===== src/include/branch_config.svh =====
`ifndef BRANCH_CONFIG_SVH
`define BRANCH_CONFIG_SVH

// instruction address width, addresses count instructions
`define ADDR_WIDTH 16

// branch lookup table geometry
`define BLT_ENTRIES 16
`define BLT_INDEX_BITS 4

`define JUMP_BITS 4

// pc, if/id, id/ex, ex/mem
`define NUM_PIPE_MASKS 4

`endif

===== src/hdl/pipe_pkg.sv =====
`default_nettype none

`include "branch_config.svh"

package pipe_pkg;

  // one-hot bit per flushable pipeline register
  typedef enum logic [`NUM_PIPE_MASKS-1:0] {
    PIPE_REG_PC     = `NUM_PIPE_MASKS'(1),
    PIPE_REG_IF_ID  = `NUM_PIPE_MASKS'(2),
    PIPE_REG_ID_EX  = `NUM_PIPE_MASKS'(4),
    PIPE_REG_EX_MEM = `NUM_PIPE_MASKS'(8)
  } pipe_reg_e;

  typedef logic [`NUM_PIPE_MASKS-1:0] flush_mask_t;

  localparam flush_mask_t FLUSH_ALL =
    PIPE_REG_PC | PIPE_REG_IF_ID | PIPE_REG_ID_EX | PIPE_REG_EX_MEM;

endpackage

`default_nettype wire


===== src/hdl/jump_pkg.sv =====
`default_nettype none

`include "branch_config.svh"

package jump_pkg;

  // jump opcodes as seen in id/ex
  typedef enum logic [`JUMP_BITS-1:0] {
    JOP_NOP = `JUMP_BITS'(0),
    JOP_J   = `JUMP_BITS'(1),
    JOP_JR  = `JUMP_BITS'(2),
    JOP_JEQ = `JUMP_BITS'(3),
    JOP_JNE = `JUMP_BITS'(4),
    JOP_JL  = `JUMP_BITS'(5),
    JOP_JLE = `JUMP_BITS'(6),
    JOP_JG  = `JUMP_BITS'(7),
    JOP_JGE = `JUMP_BITS'(8),
    JOP_JZ  = `JUMP_BITS'(9),
    JOP_JNZ = `JUMP_BITS'(10)
  } jop_e;

  // alu condition flags, position in the flag vector
  typedef enum int unsigned {
    FLAG_ZERO    = 0,
    FLAG_LESS    = 1,
    FLAG_GREATER = 2
  } cond_flag_e;

  localparam int unsigned NUM_FLAGS = 3;

endpackage

`default_nettype wire


===== src/hdl/branch_predict_top.sv =====
`timescale 1ns/1ps
`default_nettype none

`include "branch_config.svh"

module branch_predict_top (
  input  wire                       clk,
  input  wire                       arst_n,

  input  wire                       resolve_valid,
  input  jump_pkg::jop_e            jop,
  input  wire                       zero,
  input  wire                       less,
  input  wire                       greater,
  input  wire [`ADDR_WIDTH-1:0]     id_ex_pc,
  input  wire [`ADDR_WIDTH-1:0]     id_ex_reg_address,
  input  wire [`ADDR_WIDTH-1:0]     id_ex_imm_address,
  input  wire                       branch_taken,
  input  wire [`ADDR_WIDTH-1:0]     branch_taken_address,
  input  wire                       fetch_stall,

  output logic [`ADDR_WIDTH-1:0]    pc,
  output logic                      take_branch,
  output logic [`ADDR_WIDTH-1:0]    branch_predict,
  output pipe_pkg::flush_mask_t     flush,
  output logic [`ADDR_WIDTH-1:0]    jump_address
);

  branch_unit branch_unit_i (
    .clk                  (clk),
    .arst_n               (arst_n),
    .resolve_valid        (resolve_valid),
    .jop                  (jop),
    .zero                 (zero),
    .less                 (less),
    .greater              (greater),
    .id_ex_pc             (id_ex_pc),
    .id_ex_reg_address    (id_ex_reg_address),
    .id_ex_imm_address    (id_ex_imm_address),
    .branch_taken         (branch_taken),
    .branch_taken_address (branch_taken_address),
    .pc                   (pc),
    .flush                (flush),
    .jump_address         (jump_address),
    .take_branch          (take_branch),
    .branch_predict       (branch_predict)
  );

  // fetch follows the table prediction unless resolution redirects it
  fetch_pc fetch_pc_i (
    .clk            (clk),
    .arst_n         (arst_n),
    .fetch_stall    (fetch_stall),
    .flush          (flush),
    .jump_address   (jump_address),
    .take_branch    (take_branch),
    .branch_predict (branch_predict),
    .pc             (pc)
  );

endmodule

`default_nettype wire


===== src/hdl/fetch_pc.sv =====
`timescale 1ns/1ps
`default_nettype none

`include "branch_config.svh"

module fetch_pc (
  input  wire                    clk,
  input  wire                    arst_n,

  input  wire                    fetch_stall,
  input  pipe_pkg::flush_mask_t  flush,
  input  wire [`ADDR_WIDTH-1:0]  jump_address,
  input  wire                    take_branch,
  input  wire [`ADDR_WIDTH-1:0]  branch_predict,

  output logic [`ADDR_WIDTH-1:0] pc
);

  import pipe_pkg::*;

  logic                   redirect;
  logic [`ADDR_WIDTH-1:0] pc_next;

  assign redirect = |(flush & PIPE_REG_PC);

  // redirect wins over stall, stall over prediction
  always_comb begin
    if (redirect) begin
      pc_next = jump_address;
    end else if (fetch_stall) begin
      pc_next = pc;
    end else if (take_branch) begin
      pc_next = branch_predict;
    end else begin
      pc_next = pc + `ADDR_WIDTH'(1);
    end
  end

  always_ff @(posedge clk or negedge arst_n) begin
    if (!arst_n) begin
      pc <= '0;
    end else begin
      pc <= pc_next;
    end
  end

endmodule

`default_nettype wire


===== src/hdl/branch_unit.sv =====
`timescale 1ns/1ps
`default_nettype none

`include "branch_config.svh"

module branch_unit (
  input  wire                       clk,
  input  wire                       arst_n,

  input  wire                       resolve_valid,
  input  jump_pkg::jop_e            jop,
  input  wire                       zero,
  input  wire                       less,
  input  wire                       greater,
  input  wire [`ADDR_WIDTH-1:0]     id_ex_pc,
  input  wire [`ADDR_WIDTH-1:0]     id_ex_reg_address,
  input  wire [`ADDR_WIDTH-1:0]     id_ex_imm_address,
  input  wire                       branch_taken,
  input  wire [`ADDR_WIDTH-1:0]     branch_taken_address,

  input  wire [`ADDR_WIDTH-1:0]     pc,

  output pipe_pkg::flush_mask_t     flush,
  output logic [`ADDR_WIDTH-1:0]    jump_address,
  output logic                      take_branch,
  output logic [`ADDR_WIDTH-1:0]    branch_predict
);

  import jump_pkg::*;
  import pipe_pkg::*;

  logic [NUM_FLAGS-1:0] flags;
  logic                 branch_cond;
  logic                 is_branch;
  logic                 dir_miss;
  logic                 target_miss;

  logic                   blt_write;
  logic [`ADDR_WIDTH-1:0] blt_write_key;
  logic [`ADDR_WIDTH-1:0] blt_write_val;
  logic                   blt_hit;

  assign flags[FLAG_ZERO]    = zero;
  assign flags[FLAG_LESS]    = less;
  assign flags[FLAG_GREATER] = greater;

  // condition and branch class from the opcode
  always_comb begin
    branch_cond = 1'b0;
    is_branch   = 1'b1;
    case (jop)
      JOP_JEQ, JOP_JZ:  branch_cond = flags[FLAG_ZERO];
      JOP_JNE, JOP_JNZ: branch_cond = !flags[FLAG_ZERO];
      JOP_JL:  branch_cond = flags[FLAG_LESS];
      JOP_JLE: branch_cond = flags[FLAG_LESS] || flags[FLAG_ZERO];
      JOP_JG:  branch_cond = flags[FLAG_GREATER];
      JOP_JGE: branch_cond = flags[FLAG_GREATER] || flags[FLAG_ZERO];
      JOP_JR:  branch_cond = 1'b1;
      default: is_branch = 1'b0;
    endcase
  end

  // jr has no direction to get wrong, only the target
  always_comb begin
    if (jop == JOP_JR) begin
      dir_miss    = !branch_taken;
      target_miss = branch_taken_address != id_ex_reg_address;
    end else begin
      dir_miss    = branch_cond != branch_taken;
      target_miss = branch_cond && (branch_taken_address != id_ex_imm_address);
    end
  end

  always_comb begin
    flush = '0;
    if (resolve_valid && is_branch && (dir_miss || target_miss)) begin
      flush = FLUSH_ALL;
    end
  end

  always_comb begin
    if (jop == JOP_JR) begin
      jump_address = id_ex_reg_address;
    end else if (!branch_cond && branch_taken) begin
      // predicted taken but falls through
      jump_address = id_ex_pc + `ADDR_WIDTH'(1);
    end else begin
      jump_address = id_ex_imm_address;
    end
  end

  assign blt_write     = resolve_valid && is_branch;
  assign blt_write_key = id_ex_pc;
  assign blt_write_val = jump_address;
  assign blt_hit       = branch_cond;

  branch_lookup_table blt_i (
    .clk        (clk),
    .arst_n     (arst_n),
    .write      (blt_write),
    .write_key  (blt_write_key),
    .write_val  (blt_write_val),
    .hit        (blt_hit),
    .read_key   (pc),
    .read_val   (branch_predict),
    .read_valid (take_branch)
  );

endmodule

`default_nettype wire


===== src/hdl/branch_lookup_table.sv =====
`timescale 1ns/1ps
`default_nettype none

`include "branch_config.svh"

module branch_lookup_table (
  input  wire                    clk,
  input  wire                    arst_n,

  input  wire                    write,
  input  wire [`ADDR_WIDTH-1:0]  write_key,
  input  wire [`ADDR_WIDTH-1:0]  write_val,
  input  wire                    hit,

  input  wire [`ADDR_WIDTH-1:0]  read_key,
  output logic [`ADDR_WIDTH-1:0] read_val,
  output logic                   read_valid
);

  localparam int TAG_BITS = `ADDR_WIDTH - `BLT_INDEX_BITS;

  logic [`BLT_ENTRIES-1:0] valid;
  logic [TAG_BITS-1:0]     tag    [`BLT_ENTRIES];
  logic [`ADDR_WIDTH-1:0]  target [`BLT_ENTRIES];

  logic [`BLT_INDEX_BITS-1:0] wr_idx;
  logic [`BLT_INDEX_BITS-1:0] rd_idx;
  logic [TAG_BITS-1:0]        wr_tag;
  logic [TAG_BITS-1:0]        rd_tag;

  assign wr_idx = write_key[`BLT_INDEX_BITS-1:0];
  assign wr_tag = write_key[`ADDR_WIDTH-1:`BLT_INDEX_BITS];
  assign rd_idx = read_key[`BLT_INDEX_BITS-1:0];
  assign rd_tag = read_key[`ADDR_WIDTH-1:`BLT_INDEX_BITS];

  // taken resolution allocates, not taken invalidates
  always_ff @(posedge clk or negedge arst_n) begin
    if (!arst_n) begin
      valid <= '0;
    end else if (write) begin
      valid[wr_idx] <= hit;
    end
  end

  always_ff @(posedge clk) begin
    if (write && hit) begin
      tag[wr_idx]    <= wr_tag;
      target[wr_idx] <= write_val;
    end
  end

  // direct-mapped lookup
  assign read_valid = valid[rd_idx] && (tag[rd_idx] == rd_tag);
  assign read_val   = target[rd_idx];

endmodule

`default_nettype wire


===== config.mk =====
export PLATFORM = sky130hd
export DESIGN_NAME = branch_predict_top
export DESIGN_NICKNAME = d
export VERILOG_FILES = /design/src/hdl/pipe_pkg.sv /design/src/hdl/jump_pkg.sv /design/src/hdl/branch_predict_top.sv /design/src/hdl/fetch_pc.sv /design/src/hdl/branch_unit.sv /design/src/hdl/branch_lookup_table.sv
export VERILOG_INCLUDE_DIRS = /design/src /design/src/include
export SDC_FILE = /design/constraint.sdc
export NUM_CORES = 1
export LEC_CHECK = 0
export BUFFER_PORTS_ARGS = -buffer_cell sky130_fd_sc_hd__buf_2
export CORE_MARGIN = 8
export CORE_UTILIZATION = 40
export DETAILED_ROUTE_END_ITERATION = 7
export PLACE_DENSITY = 0.69
export SYNTH_ARGS = -nofsm -noshare
export SYNTH_HDL_FRONTEND = slang
export SYNTH_HIERARCHICAL = 1
export SYNTH_SLANG_ARGS = --single-unit

===== constraint.sdc =====
create_clock -name clk -period 3.65 [get_ports clk]
set_clock_uncertainty 0.2 [all_clocks]
set_input_delay 0.73 -clock clk [delete_from_list [all_inputs] [get_ports clk]]
set_output_delay 0.73 -clock clk [all_outputs]
set_load 0.05 [all_outputs]

==> results of run 1 <==
==> power by group <==
part	total (mW)	switching, mW	internal [mW]
Combinational	6.03	3.25	2.78
Sequential	6.49	0.259	6.23
Clock	4.93	2.07	2.85
Total	17.4	5.58	11.9
==> cells in the mapped netlist (13+ instances only) <==
cell      count  area [um^2]
edfxtp_1    448        13500
mux4_2      108         2430
nand2_1      61          229
nor2_1       47          176
mux2i_1      44          440
o21ai_0      37          185
xor2_1       34          298
xnor2_1      33          289
dfrtp_1      32          801
a21oi_1      28          140
buf_2        24          120
clkbuf_1     21         78.8
nand3_1      19         95.1
mux4_1       15          394
nor3b_1      13         97.6
==> routing by layer <==
| metal | track usage (%) | wire length [um] | share of wire, % | vias up |
|---|---|---|---|---|
| met1 | 26.5 | 23900 | 39 | 6478 |
| met2 | 31.3 | 28100 | 46 | 695 |
| li1 | - | - | - | 5183 |
| met3 | 6.12 | 6410 | 11 | 128 |
| met5 | 0 | 10 | 0.017 | - |
| met4 | 6.49 | 2140 | 3.5 | 2 |
==> metrics by stage <==
stage                     total power [mW]  worst slack [ns]
after floorplan                       10.0            -0.173
after global placement                11.6            -0.160
after detailed placement              11.7            -0.283
after CTS                             17.1            -0.606
after global routing                  18.0            -0.704
final                                 17.4            -0.603
==> kinds of logic (layout without fill, tap and decap cells) <==
| group | after synthesis | in the layout | synth area share, % |
|---|---|---|---|
| AOI/OAI and AO/OA | 121 | 121 | 3.82 |
| xor gates and xnor gates | 67 | 67 | 2.85 |
| adders and majority gates | 3 | 3 | 0.182 |
| buffers and inverters | 67 | 395 | 1.92 |
| DFF | 480 | 480 | 69.3 |
| muxes | 172 | 172 | 16.1 |
| and+or+nand+nor | 221 | 221 | 5.83 |
==> worst max-delay path by stage <==
stage                                start  slack (ns)  depth (start not counted)          endpoint
after floorplan                     jop[1]       -0.17                         10          flush[1]
after global placement              jop[3]       -0.16                         11   jump_address[8]
after detailed placement            jop[1]       -0.28                         10  jump_address[14]
after CTS                 fetch_pc_i/pc[0]       -0.61                         11       take_branch
after global routing      fetch_pc_i/pc[0]       -0.70                         11       take_branch
final                     fetch_pc_i/pc[0]       -0.60                          8       take_branch
==> registers in the layout (all words and copies together), names as in the netlist <==
name	flops
fetch_pc_i/pc	16
branch_unit_i/blt_i/target	256
branch_unit_i/blt_i/tag	192
branch_unit_i/blt_i/valid	16
==> critical path: cells and delay by family (launching register included) <==
kind	cells	cell delay, ns
AOI/OAI and AO/OA	1	0.16
buffers and inverters	3	0.48
DFF	1	0.47
xor gates and xnor gates	1	0.17
and+or+nand+nor	1	0.39
muxes	2	1.07
==> layout make-up <==
cell class,instances,area [um^2],share of cell area (%)
tap,680,851,3.29
multi-input combinational,584,6390,24.7
clock buffer,64,1290,5.00
sequential,480,14300,55.2
timing repair buffer,303,2760,10.7
clock inverter,22,258,0.997
inverter,6,22.5,0.0871
==> repair_timing <==
item,4_1_cts,5_1_grt
resized for setup,71,58
pin swaps,9,10
endpoints found under the setup margin,42,47
buffers inserted,28,12
cloned,2,4
==> summary.md, run 1 <==
| Metric | Value |
|---|---|
| Outcome | finished, violations left |
| Failing checks | setup timing |
| Layout cell share with drive strength beyond 1 | 39.8% |
| R2R Path Start | fetch_pc_i/pc[0] |
| Root Buffer | clkbuf_16 |
| Setup ws final | -0.603 ns |
| Num Clock Sinks | 480 |
| Post-route ant nets | 0 |
| Largest net degree at the start of global routing | 37 |
| Hold Path Class | input pin to async pin |
| First-pass iteration count of the detailed router | 5 |
| Mean Syn Cell Area | 18.2 um^2 |
| Worst Setup Path Type | register to output pin |
| Clock transition at path regs | 0.06 ns |
| Antenna violations before repair | 2 |
| Clock insertion delay at the later pin of the skew report | 0.59 ns |
| Syn. warnings | 6 |
| RSZ-0062 raised after global routing | yes |
| Vias per inst | 5.84 |
| R2r setup slk | -0.01 ns |
| GRT overflow | 0 |
| Fin. Hold Viols | 0 |
| Setup violators final | 14 |
| Initial Util | 40.3% |
| Core area | 51100 um^2 |
| Max-Cap Viols | 0 |
| Slew @ Worst Pin | 0.832 ns |
| EDFF count, synth | 448 |
| # DRC | 0 |
| Die width | 243 um |
| Setup crit end kind | output pin |
| Final net count | 1503 |
| Mapped Area | 20600 um^2 |
| Routed wire length | 60500 um |
| Port bufs | 128 |
| Critical-path top delay cell | mux4_1 |
| Peak VDD IR | 0.000347 V |
| Syn nets | 1210 |
| Area Overhead vs Synth | 25.6% |
| Die area | 59000 um^2 |
| Max stage delay on crit path | 0.54 ns |
| Most frequent cells in the layout | edfxtp_1 (448), buf_4 (140), mux4_2 (114) |
| Die Y | 243 um |
| Commonest register cell after synthesis | edfxtp_1 |
| Rows | 83 |
| FFs w/ async S/R, synth | 6.67% |
| Fill count | 4186 |
| I/O Pins | 129 |
| Hold_buf cts | 0 |
| Startpoint Class | register |
| CTS tree | yes |
| Crit-path cells | buf_12 > mux4_1 > mux4_2 > xnor2_2 > o2111ai_2 > nor4_4 > buf_4 > buf_12 |
| F_max | 0.235 GHz |
| DP Cell Count | 2011 |
| R2r endpoint | fetch_pc_i/pc[2] |
| Hold_ws | 0.0400 ns |
| Total CTS buffers | 49 |
| Design area | 25800 um^2 |
| All-Layer GR Usage | 20.0% |
| Layout Cells excl Fill | 2139 |
| Reg2Reg Depth | 11 |
| Total negative slack | -1.95 ns |
| Tmin final | 4.25 ns |
| Synthesized flop and latch total | 480 |
| Cells after Synth | 1131 |
| Static Leak | 8.82 nW |
| Global-route wire length before repair | 86400 um |
| Vias | 12500 |
| CP Max Fanout | 9 |
| Diodes inserted | 0 |
| Max Buffers Root-to-Sink | 3 |
| Placed Instance Area | 23400 um^2 |
| Post-layout util | 50.6% |
| Synth unique cells | 65 |
| Crit path top cell by count | buf_12 |
| Commonest non-fill, non-tap cell in the layout | edfxtp_1 |
| Data arrival, critical path | 3.32 ns |
| Routability cong. | 0.910 |
| Post-route clock period utilization | 117% |
| DR iter-0 viols | 1317 |
| Slew HR | 44.5% |
| H-tree depth | 2 |
| Worst path required time | 2.72 ns |
| Seq/Total Area, Yosys | 69.3% |
| Vias in the first global route | 12600 |
| P per Cell Area | 675 nW/um^2 |
| Max Slew Vio Count | 0 |
| DP Wirelength | 39700 um |
| Routed len/inst | 28.3 um |
Power figures use the tool's default switching activity.
==> run 2: changes to the inputs <==
--- a/config.mk
+++ b/config.mk
@@ -9,8 +9,9 @@
 export BUFFER_PORTS_ARGS = -buffer_cell sky130_fd_sc_hd__buf_2
 export CORE_MARGIN = 8
 export CORE_UTILIZATION = 40
+export CTS_BUF_LIST = sky130_fd_sc_hd__clkbuf_8
 export DETAILED_ROUTE_END_ITERATION = 7
-export PLACE_DENSITY = 0.69
+export PLACE_DENSITY = 0.66
 export SYNTH_ARGS = -nofsm -noshare
 export SYNTH_HDL_FRONTEND = slang
 export SYNTH_HIERARCHICAL = 1
==> constraint.sdc (replaced) <==
create_clock -name clk -period 5.4 [get_ports clk]
set_clock_uncertainty 0.2 [all_clocks]
set_input_delay 1.08 -clock clk [delete_from_list [all_inputs] [get_ports clk]]
set_output_delay 1.08 -clock clk [all_outputs]
set_load 0.05 [all_outputs]
==> run 2 against run 1 <==
The flow now finishes without violations. Register-to-register slack gained 0.89 ns. Critical endpoint unchanged. Core utilization down 4.0 points. Clock power is 42% lower. Routed wire length fell by 8.0%. Cell count is 2.8% lower. First-iteration DRC count fell by 0.38%. Flip-flop and latch count unchanged. Critical path depth did not move. Sequential power fell by 30%. Hold slack improved by 0.23 ns. Highest routed layer unchanged. Power decreased by 41%.
==> summary.md, run 2 (synthesis results as in run 1) <==
| Metric | Value |
|---|---|
| Outcome | finished clean |
| Top reg by flops | branch_unit_i/blt_i/target |
| DR iter-0 viols | 1312 |
| Number of setup buffers added after CTS | 0 |
| Port bufs | 128 |
| # DRC | 0 |
| CTS tree | yes |
| Multi-input gate area | 6070 um^2 |
| Hold Path Class | register to register |
| Peak VDD IR | 0.000220 V |
| Total negative slack | 0 ns |
| Routability cong. | 0.880 |
| First-pass iteration count of the detailed router | 5 |
| Hold_buf cts | 0 |
| Sw Pwr | 3.50 mW |
| DP Wirelength | 35100 um |
| Reg2Reg Depth | 12 |
| Routed len/inst | 26.8 um |
| Post-route ant nets | 0 |
| Fin. Hold Viols | 0 |
| RSZ-0062 raised after global routing | no |
| CTS resizes | 0 |
| Biggest regs | branch_unit_i/blt_i/target (256), branch_unit_i/blt_i/tag (192) |
| Global-route wire length before repair | 81500 um |
| R2r setup slk | 0.88 ns |
| Vias per inst | 5.70 |
| Area Overhead vs Synth | 15.6% |
| Max reg flops | 256 |
| Setup ws final | 0.174 ns |
| Die width | 243 um |
| Max-Cap Viols | 0 |
| Clock insertion delay at the later pin of the skew report | 0.63 ns |
| Clock power share | 27.8% |
| Clock transition at path regs | 0.06 ns |
| Logic gate share of total power | 28.2% |
| Register area | 14300 um^2 |
| P per Cell Area | 435 nW/um^2 |
| Core area | 51100 um^2 |
| Slew HR | 38.2% |
| Layout cell share with drive strength beyond 1 | 31.0% |
| Setup crit end kind | output pin |
| Crit path launch | fetch_pc_i/pc[0] |
| R2R Path Start | fetch_pc_i/pc[0] |
| Worst Hold End | branch_unit_i/blt_i/valid[0] |
| CP Max Fanout | 52 |
| Switching fraction of total power | 33.9% |
| All-Layer GR Usage | 18.5% |
| Data arrival, critical path | 3.95 ns |
| F_max | 0.191 GHz |
| Routed wire length | 55700 um |
| Pre-CTS WS | 0.326 ns |
| Fill count | 4355 |
| Startpoint Class | register |
| Initial Util | 40.3% |
| Die area | 59000 um^2 |
| Hold_ws | 0.271 ns |
| Die Y | 243 um |
| Setup violators final | 0 |
| Num Clock Sinks | 480 |
| Vias | 11900 |
| Max Buffers Root-to-Sink | 3 |
| R2r endpoint | fetch_pc_i/pc[15] |
| Root Buffer | clkbuf_8 |
| Tmin final | 5.23 ns |
| Vias in the first global route | 12100 |
| GRT overflow | 0 |
| Rows | 83 |
| Hold Path Depth | 1 |
| Max Slew Vio Count | 0 |
| Min-Delay Startpoint | branch_unit_i/blt_i/valid[0] |
| Commonest non-fill, non-tap cell in the layout | edfxtp_1 |
| I/O Pins | 129 |
| Total CTS buffers | 80 |
| Most frequent cells in the layout | edfxtp_1 (448), buf_2 (128), mux4_2 (108) |
| Worst path required time | 4.12 ns |
| Slew @ Worst Pin | 0.927 ns |
| Static Leak | 8.00 nW |
| Antenna violations before repair | 5 |
| Worst Setup Path Type | register to output pin |
| Largest net degree at the start of global routing | 56 |
| Pint | 6.84 mW |
| Final net count | 1412 |
| Post-route clock period utilization | 96.8% |
| Reg power frac | 44.0% |
| H-tree depth | 3 |
==> run 2: cell types whose count changed in the layout (fill, tap and decap cells not counted), moves of 15 or more <==
cell and change:
buf_2 +35, clkbuf_8 +83, o21ai_1 +15, clkbuf_16 -53, buf_4 -96, inv_1 +30
buf_12 -27, buf_6 -22
==> run 2: layer usage <==
layer  part of all wire (%)  global-route usage (%)  routed length, um
met1                     42                    25.7              23500
met2                     47                    29.0              26100
met3                    8.9                    4.21               4940
met4                    2.1                    5.45               1180
met5                  0.020                       0                 11
==> run 2: power groups by stage <==
stage | Sequential [mW] | Clock (mW) | Combinational [mW]
floorplan | 4.50 | 0 | 2.21
global placement | 4.63 | 0 | 2.90
detailed placement | 4.64 | 0 | 2.92
CTS | 4.56 | 2.92 | 2.93
global route | 4.58 | 3.08 | 3.06
finish | 4.56 | 2.88 | 2.91
==> run 2: cell type report <==
type,count,share of cell area [%]
Inverter,6,0.0946
Clock inverter,60,1.12
Tap cell,680,3.58
Sequential cell,480,59.9
Clock buffer,84,4.86
Timing Repair Buffer,181,4.84
Multi-Input combinational cell,584,25.5
Antenna cell,4,0.0421
==> run 2: worst max path at each step <==
| stage | endpoint | slack, ns | cells past startpoint |
|---|---|---|---|
| floorplan | jump_address[11] | -0.19 | 9 |
| global placement | jump_address[11] | 0.40 | 9 |
| detailed placement | jump_address[11] | 0.33 | 9 |
| CTS | take_branch | 0.13 | 8 |
| global route | take_branch | 0.03 | 8 |
| finish | take_branch | 0.17 | 8 |
==> run 2: critical path: stages (launching register included) <==
cell	delay (ns)
dfrtp_4	0.93
buf_12	0.45
mux4_1	0.64
a22o_1	0.25
a211oi_1	0.43
a221oi_2	0.06
nand4_1	0.20
nor4_4	0.09
buf_2	0.22
==> run 2: per-stage QoR <==
stage	total power [mW]	utilization, %	std cells	area, um^2
after floorplan	6.70	-	1131	20600
final	10.3	46.6	2079	23800
after global routing	10.7	46.6	2077	23800
after detailed placement	7.56	43.8	1931	22400
after CTS	10.4	46.6	2075	23800
after global placement	7.53	43.8	1931	22400
